<file path="src/hdl/sssp_pkg.sv">
package sssp_pkg;

    // number of vertex lanes, and of updates carried in one word
    localparam int LANE_COUNT = 8;

    localparam int LANE_W = 64;
    localparam int WORD_W = LANE_COUNT * LANE_W;

    localparam int LEVEL_W = 8;
    localparam int VERTEX_W = 32;

    // set in a lane record that carries a candidate vertex
    localparam int LANE_PRESENT_BIT = 63;

    typedef logic [WORD_W-1:0] word_t;

    typedef logic [LANE_W-1:0] lane_t;

    typedef logic [LEVEL_W-1:0] level_t;

    typedef logic [VERTEX_W-1:0] vertex_t;

    typedef logic [LANE_COUNT-1:0] lane_mask_t;

    // holds 0 to 15, enough for a full buffer plus one incoming word
    typedef logic [3:0] slot_count_t;

endpackage

</file>
<file path="src/hdl/sssp_lane.sv">
`timescale 1ns/1ps

module sssp_lane #(
    parameter int ADDR_W  = 6,
    parameter int LANE_ID = 0
) (
    input  logic             clk,
    input  logic             rst,
    input  sssp_pkg::lane_t  record,
    input  logic             word_in_valid,
    input  sssp_pkg::level_t current_level,
    output sssp_pkg::lane_t  update,
    output logic             update_valid
);

    localparam int DEPTH = 2 ** ADDR_W;
    localparam int PAD_W = sssp_pkg::LANE_W - sssp_pkg::VERTEX_W - sssp_pkg::LEVEL_W;

    logic [DEPTH-1:0]  visited;
    logic [ADDR_W-1:0] local_idx;
    logic              hit;
    sssp_pkg::vertex_t global_id;

    assign local_idx = record[ADDR_W-1:0];

    // first visit of a present vertex in a valid word
    assign hit = word_in_valid && record[sssp_pkg::LANE_PRESENT_BIT] && !visited[local_idx];

    // vertices are interleaved across lanes by the low bits of the id
    assign global_id = sssp_pkg::vertex_t'(local_idx) * sssp_pkg::vertex_t'(sssp_pkg::LANE_COUNT)
                     + sssp_pkg::vertex_t'(LANE_ID);

    // test and set in the same cycle, so a vertex repeated in the next word is already marked
    always_ff @(posedge clk) begin
        if (rst) begin
            visited <= '0;
            update_valid <= 1'b0;
        end else begin
            update_valid <= hit;
            if (hit) begin
                visited[local_idx] <= 1'b1;
            end
        end
    end

    always_ff @(posedge clk) begin
        if (hit) begin
            update <= {global_id, {PAD_W{1'b0}}, current_level};
        end
    end

    // a word that arrives during reset must not leak out as an update
    a_no_update_after_reset: assert property (@(posedge clk) rst |=> !update_valid)
        else $error("lane %0d emitted an update right after reset", LANE_ID);

endmodule

</file>
<file path="config.mk">
export PLATFORM = sky130hd
export DESIGN_NAME = sssp_lane
export DESIGN_NICKNAME = d
export VERILOG_FILES = /design/src/hdl/sssp_pkg.sv /design/src/hdl/sssp_lane.sv
export SDC_FILE = /design/constraint.sdc
export NUM_CORES = 1
export LEC_CHECK = 0
export CORE_MARGIN = 1.5
export CORE_UTILIZATION = 57
export DETAILED_ROUTE_END_ITERATION = 8
export DONT_BUFFER_PORTS = 1
export PLACE_DENSITY = 0.75
export SETUP_SLACK_MARGIN = 0.5
export SYNTH_ARGS = -nofsm -noshare
export SYNTH_HDL_FRONTEND = slang
export SYNTH_SLANG_ARGS = --single-unit
export TNS_END_PERCENT = 1
</file>
<file path="constraint.sdc">
create_clock -name clk -period 2.6 [get_ports clk]
set_input_delay 0.26 -clock clk [delete_from_list [all_inputs] [get_ports clk]]
set_output_delay 0.26 -clock clk [all_outputs]
set_load 0.05 [all_outputs]
</file>
# == Word-level counts from Yosys, hierarchy flattened ==
# Index checks and enable logic that the tools add are counted.
# word_totals
ff_bits,79
input_bits,75
word_cells,14
# op_classes
n_bitwise,1
muxes,4
n_lt_le_gt_ge,2
reduce_logical,4
# ops
operator,n
bitwise OR 64 bit,1
"less-than comparator 6 x 7 -> 1 bit, second input constant",1
binary-select mux 1 bit (select 6 bit),1
demux 1 bit (select 6 bit),1
"greater-or-equal comparator 6 x 1 -> 1 bit, second input constant",1
logical AND 1 bit,3
two-way mux 1 bit,2
zero test 1 bit,1

# == Depth between registers and ports, before layout ==
# Gate-level depths: netlist of run 1.
# logic_depth
depth_word,5
mapped_depth,9

# == Worst setup path before layout of run 1 ==
# No wires, ideal clock.
# synth_path
path_type,input -> register
start,input port record[2]
end,register update[0] (enable)
arrival_time_ns,2.214
setup_slack_ns,0.002
stages,8
required_time_ns,2.216
cell_sequence,buf_4 > buf_2 > mux2i_1 > o22ai_1 > o311ai_2 > o2111ai_4 > buf_6 > nor2_1
# synth_via
elab_chain_len,4
# synth_rtl
element,line,rtl
start: declaration,sssp_lane.sv:9,"input sssp_pkg::lane_t record,"
binary-select mux 1 bit (select 6 bit),sssp_lane.sv:27,assign hit = word_in_valid && record[sssp_pkg::LANE_PRESENT_BIT] && !visited[local_idx];
two-way mux 1 bit (not written as such),sssp_lane.sv:27,
zero test 1 bit,sssp_lane.sv:27,
logical AND 1 bit,sssp_lane.sv:27,
via hit,sssp_lane.sv:21,logic hit;
end signal: assignment,sssp_lane.sv:48,"update <= {global_id, {PAD_W{1'b0}}, current_level};"
end: declaration,sssp_lane.sv:12,"output sssp_pkg::lane_t update,"
# The timed path passes the listed nets, and every way through them passes these cells. The select of a mux whose other input is x is not followed.
# A chain may end at the register's enable or synchronous reset.

# == Final worst setup path of run 1 ==
# layout_path
start,register visited[19]
end,register visited[52]
# layout_via
elab_chain_len,4
# layout_rtl
element,line,rtl
start: declaration,sssp_lane.sv:19,logic [DEPTH-1:0] visited;
start signal: assignment,sssp_lane.sv:36,visited <= '0;
start signal: indexed assignment,sssp_lane.sv:41,visited[local_idx] <= 1'b1;
binary-select mux 1 bit (select 6 bit),sssp_lane.sv:27,
two-way mux 1 bit (not written as such),sssp_lane.sv:27,
zero test 1 bit,sssp_lane.sv:27,
logical AND 1 bit,sssp_lane.sv:27,
# No other way between the ends. The select of a mux whose other input is x is not followed.

==> results of run 1 <==
[synthesized netlist by cell type, types with 3 or more instances]
master,count,area [sq um]
dfxtp_1,65,1300
edfxtp_1,14,420
nand4_1,3,18.8
o22ai_1,34,213
clkbuf_1,10,37.5
nand3b_1,16,120
inv_1,66,248
buf_6,6,67.6
o32ai_1,33,289
nor2b_1,4,25.0
nand3_1,3,15.0
mux2i_1,15,150
nand2_1,17,63.8
a21oi_1,8,40.0
buf_4,51,383
buf_2,3,15.0
nor2_1,6,22.5
and2_1,3,18.8
[cell families after synthesis]
logic type	Yosys count
buffers and inverters	136
multiplexers	18
AND/OR/NAND/NOR	59
flip-flops	79
other	1
AO/OA/AOI/OAI	90
[sequential cells by signal (all words and copies together), names as in the netlist]
signal / count
update: 14
visited: 64
update_valid: 1
[per-layer routing]
layer / share of wire, % / global-route usage, %
met1: 41 / 29.3
met2: 49 / 32.6
met3: 8.7 / 6.53
met4: 1.8 / 9.69
met5: 0 / 0
[final cells by class]
class                           count  area, sq um
Clock buffer                       11          131
Clock inverter                      5         25.0
Fill cell                         537         2480
Inverter                           66          248
Multi-Input combinational cell    217         1460
Sequential cell                    79         1720
Tap cell                           77         96.3
Timing Repair Buffer               21          193
[repair_timing]
| item | 4_1_cts | 5_1_grt |
|---|---|---|
| pin swaps | 1 | 1 |
| buffers inserted | 4 | 1 |
| endpoints found under the hold margin | 1 | 13 |
| hold buffers | 1 | 13 |
| resized for setup | 0 | 1 |
| endpoints found under the setup margin | 38 | 20 |
| cloned | 0 | 0 |
[worst max-delay path: stages (launching register included)]
cell and delay [ps]:
dfxtp_1 320, mux4_2 460, mux2i_1 170, o221a_2 280, o2111ai_4 190, buf_4 240, o32ai_1 290
[power groups by stage]
| stage | clock, mW | sequential, mW | combinational [mW] |
|---|---|---|---|
| 6_report | 0.745 | 1.30 | 0.278 |
| 5_1_grt | 0.813 | 1.30 | 0.289 |
| 4_1_cts | 0.760 | 1.30 | 0.257 |
| 3_5_place_dp | 0 | 1.33 | 0.250 |
| 3_3_place_gp | 0 | 1.33 | 0.249 |
| 2_1_floorplan | 0 | 1.33 | 0.330 |
[final timing paths]
check | slack, ps | end | depth (start not counted) | start
max reg2reg | 550 | visited[52] | 6 | visited[19]
max | 550 | visited[52] | 6 | visited[19]
min reg2reg | 450 | visited[0] | 2 | visited[0]
min | 20 | update[36] | 0 | record[1]
[through the flow]
stage	area (sq um)	total power [mW]	utilization, %	worst slack [ps]	hold slack (ps)
5_1_grt	3870	2.41	61.0	483	0.517
3_3_place_gp	3530	1.58	55.6	375	355
2_1_floorplan	3950	1.66	-	494	359
6_report	3870	2.33	61.0	553	16.4
4_1_cts	3730	2.32	58.7	526	0.445
3_5_place_dp	3530	1.58	55.6	365	356
==> run_results.csv, run 1 <==
group,metric,value,unit
run_status,status,"finished clean",
logic_synthesis,synth_compound_area_share,18.9,%
place,port_buffers,0,
finish,num_antenna_cells,0,
global_route,grt_pass1_wl,11.9,mm
timing,finalCriticalPeriod,2050,ps
place,dp.cells,441,
timing,setup_tns,0,ps
cts,cts.sinks,79,
cts,root_buffer,"clkbuf_8",
power_and_ir_drop,power_frac_comb,12.0,%
logic_synthesis,yosysSeqAreaShare,46.1,%
power_and_ir_drop,p_switching,0.674,mW
timing,setup_viol,0,
detailed_routing,dr.first_iter.drc_count,218,
finish,layout_common_cells,"inv_1 (66), dfxtp_1 (65), conb_1 (50), o22ai_1 (34), o32ai_1 (32)",
cts,cts_tree,"done",
setup_path,cp.required,2850,ps
logic_synthesis,synth_top_flop_cell,"dfxtp_1",
floorplanning,fp.dieH,84.0,microns
logic_synthesis,synth_warnings,0,
logic_synthesis,synthArstFlopShare,0,%
floorplanning,rows,29,
timing,max_clock_freq,489,MHz
logic_synthesis,syn_inst,383,
power_and_ir_drop,pwr-share-seq,56.0,%
finish,final_cells,476,
logic_synthesis,synth_top_family_by_area,"buffers and inverters",
detailed_routing,firstDrtPassIters,4,
setup_path,end_kind,"flop",
power_and_ir_drop,p_leak,1.29,nW
floorplanning,coreArea,0.00635,sq mm
power_and_ir_drop,clockPowerShare,32.0,%
power_and_ir_drop,p_per_area,601,mW/mm^2
logic_synthesis,syn_area_per_cell,9.76,sq um
detailed_routing,routedWlPerCell,16.1,microns
detailed_routing,vias,2664,
finish,layout_commonest_cell,"inv_1",
finish,area.growth.synth_to_final,3.58,%
cts,cts.clk_slew.worst_paths,80,ps
setup_path,critPathKind,"flop to flop",
place,globalplace.congestion,0.785,
finish,nets,469,
finish,drive_gt1_share,8.02,%
global_route,gr-total-overflow,0,
worst_hold_path,hp-class,"input pin to flop",
setup_path,cp_max_fo,12,
timing,final-hold-violation-count,0,
setup_path,startpoint_type,"flop",
timing,clock_skew,10.2,ps
global_route,antenna_found_initial,0,
power_and_ir_drop,vdd_drop_max,531,uV
detailed_routing,antenna_left,0,
flow_run,cap_violations,0,
place,place_hpwl,4.61,mm
floorplanning,initial_utilization,58.9,%
cts,clk_latency,350,ps
timing,final-max-slew-violation-count,0,
detailed_routing,wl,7.69,mm
power_and_ir_drop,p_sw_share,29.0,%
logic_synthesis,synthSimpleGateAreaFrac,8.84,%
floorplanning,die-area,0.00705,sq mm
cts,htree_levels,3,
logic_synthesis,synth_area,0.00374,sq mm
logic_synthesis,synthMuxAreaShare,6.03,%
floorplanning,ioPinCount,140,
timing,fin_crit_sh,78.7,%
logic_synthesis,synth_edf_count,14,
cts,cts_buffer_depth,2,
logic_synthesis,synth-seq-cells,79,
global_route,grt_pass1_vias,2369,
power_and_ir_drop,intPower,1.65,mW
floorplanning,die-width,84.0,microns
detailed_routing,routed_via_density,5.60,
logic_synthesis,yosysUniqueCellTypes,39,
logic_synthesis,synth-xor-area-share,0,%
logic_synthesis,synth_fa_ha_area_share,0,%
timing,rsz0062_at_grt,"yes",
global_route,track_usage,21.8,%
global_route,grt_max_degree,68,
cts,cts_buffers,9,
setup_path,crit_arrival,2300,ps
detailed_routing,remaining_drc_errors,0,
Note: power is estimated with default switching activity, not from simulation.
==> inputs of run 2 (changes only) <==
--- a/config.mk
+++ b/config.mk
@@ -6,10 +6,10 @@
 export NUM_CORES = 1
 export LEC_CHECK = 0
 export CORE_MARGIN = 1.5
-export CORE_UTILIZATION = 57
+export CORE_UTILIZATION = 60
 export DETAILED_ROUTE_END_ITERATION = 8
 export DONT_BUFFER_PORTS = 1
-export PLACE_DENSITY = 0.75
+export PLACE_DENSITY = 0.76
 export SETUP_SLACK_MARGIN = 0.5
 export SYNTH_ARGS = -nofsm -noshare
 export SYNTH_HDL_FRONTEND = slang
==> constraint.sdc (replaced) <==
create_clock -name clk -period 2.15 [get_ports clk]
set_input_delay 0.215 -clock clk [delete_from_list [all_inputs] [get_ports clk]]
set_output_delay 0.215 -clock clk [all_outputs]
set_load 0.05 [all_outputs]
==> run_results.csv, run 2 (synthesis gave the netlist of run 1 again) <==
group,metric,value,unit
run_status,status,"finished clean",
cts,cts.sinks,79,
floorplanning,die-area,0.00671,sq mm
floorplanning,fp.dieH,81.9,microns
timing,holdWs,230,ps
finish,top_register,"visited",
setup_path,crit_chain,"mux4_2, mux2i_1, o221a_2, o2111ai_4, buf_12, o32ai_1",
floorplanning,initial_utilization,62.8,%
cts,root_buffer,"clkbuf_8",
cts,cts_tree,"done",
detailed_routing,vias,2773,
worst_hold_path,hp-class,"input pin to flop",
timing,fin_crit_sh,93.6,%
finish,layout_common_cells,"inv_1 (66), dfxtp_1 (65), conb_1 (50), o22ai_1 (34), o32ai_1 (30)",
timing,setup_tns,0,ps
place,dpl-instance-area,0.00353,sq mm
global_route,grt_pass1_vias,2451,
setup_path,slowest_delay,470,ps
finish,area.growth.synth_to_final,5.29,%
cts,htree_levels,3,
setup_path,startpoint_type,"flop",
finish,reg.largest.list,"visited x64, update x14, update_valid x1",
floorplanning,coreArea,0.00596,sq mm
timing,setup_viol,0,
setup_path,slowest_stage,"mux4_2",
floorplanning,ioPinCount,140,
timing,clock_skew,11.0,ps
finish,fin_util,66.1,%
finish,final_cells,472,
power_and_ir_drop,total_power,2.95,mW
detailed_routing,routed_via_density,5.88,
power_and_ir_drop,vdd_drop_max,432,uV
detailed_routing,firstDrtPassIters,5,
setup_path,critPathKind,"flop to flop",
global_route,track_usage,25.1,%
detailed_routing,antenna_left,0,
setup_path,cp_max_fo,33,
finish,design_area,0.00394,sq mm
place,dp_slack,66.9,ps
timing,final-max-slew-violation-count,0,
global_route,grt_pass1_wl,12.4,mm
finish,multi_input_area,0.00147,sq mm
power_and_ir_drop,power_frac_comb,12.4,%
cts,cts_buffer_depth,2,
finish,largest_reg_flops,64,
timing,final-hold-violation-count,0,
finish,nets,467,
place,place_hpwl,4.98,mm
finish,layout_commonest_cell,"inv_1",
detailed_routing,remaining_drc_errors,0,
timing,relSlewSlack,66.2,%
detailed_routing,dr.first_iter.drc_count,249,
setup_path,crit_arrival,2260,ps
setup_path,end_kind,"flop",
finish,num_antenna_cells,0,
global_route,grt_max_degree,66,
power_and_ir_drop,pwr-share-seq,53.4,%
timing,worstMarginPinSlew,502,ps
timing,finalCriticalPeriod,2010,ps
cts,cts_buffers,9,
finish,drive_gt1_share,8.31,%
flow_run,cap_violations,0,
power_and_ir_drop,p_per_area,750,mW/mm^2
timing,max_clock_freq,497,MHz
global_route,antenna_found_initial,0,
setup_path,cp.required,2400,ps
cts,clk_latency,350,ps
global_route,gr-total-overflow,0,
place,globalplace.congestion,0.836,
floorplanning,rows,28,
power_and_ir_drop,p_sw_share,29.4,%
power_and_ir_drop,intPower,2.08,mW
place,dp.cells,440,
power_and_ir_drop,p_leak,1.31,nW
detailed_routing,wl,8.26,mm
place,port_buffers,0,
power_and_ir_drop,p_switching,0.866,mW
floorplanning,die-width,81.9,microns
detailed_routing,routedWlPerCell,17.5,microns
timing,fin_ws,139,ps
finish,fillers,490,
cts,cts.clk_slew.worst_paths,80,ps
power_and_ir_drop,clockPowerShare,34.2,%
finish,ff_latch_area,0.00172,sq mm
timing,rsz0062_at_grt,"yes",
## run 2: cell count changes in the layout (fill, tap and decap cells not counted)
| cell | change |
|---|---|
| buf_12 | +2 |
| buf_16 | +1 |
| buf_4 | -5 |
| clkbuf_1 | +1 |
| clkbuf_16 | +1 |
| clkinv_1 | -2 |
| o32ai_1 | -2 |
| o32ai_2 | +2 |
## run 2: what timing repair did
| item | in CTS | in global routing |
|---|---|---|
| setup buffers | 1 | 0 |
| hold buffers | 15 | 0 |
| endpoints found under the hold margin | 79 | 0 |
| pin swaps | 1 | 0 |
| resized for setup | 3 | 3 |
| endpoints found under the setup margin | 79 | 79 |
## run 2: power by group through the flow
| stage | Sequential [mW] | Combinational [mW] | Clock (mW) |
|---|---|---|---|
| 6_report | 1.57 | 0.367 | 1.01 |
| 4_1_cts | 1.58 | 0.359 | 1.01 |
| 2_1_floorplan | 1.61 | 0.394 | 0 |
| 5_1_grt | 1.58 | 0.383 | 1.07 |
| 3_5_place_dp | 1.61 | 0.305 | 0 |
| 3_3_place_gp | 1.61 | 0.303 | 0 |
## run 2: final cells by class
type                    instances  share of cell area [%]
clock buffers                  13                    4.07
clock inverters                 3                   0.445
inverters                      66                    6.30
multi-input cells             217                    37.4
flip-flops and latches         79                    43.8
well taps                      75                    2.38
repair buffers                 19                    5.66
## run 2: critical path: cells and delay by family (launching register included)
kind	cells	cell delay, ps
multiplexers	2	640
flip-flops	1	320
AO/OA/AOI/OAI	3	710
buffers and inverters	1	230
## run 2: final timing paths
path	endpoint	from	slack (ps)	depth (start not counted)
worst max-delay path	visited[54]	visited[18]	140	6
worst min-delay path	visited[47]	rst	230	2
worst max register to register	visited[54]	visited[18]	140	6
worst min register to register	visited[47]	visited[47]	460	2
## run 2: layer usage
metal  global-route usage, %  wire [microns]
met1                    32.3            3520
met2                    38.9            3910
met3                    5.67             605
met4                    13.2             227
met5                       0               0
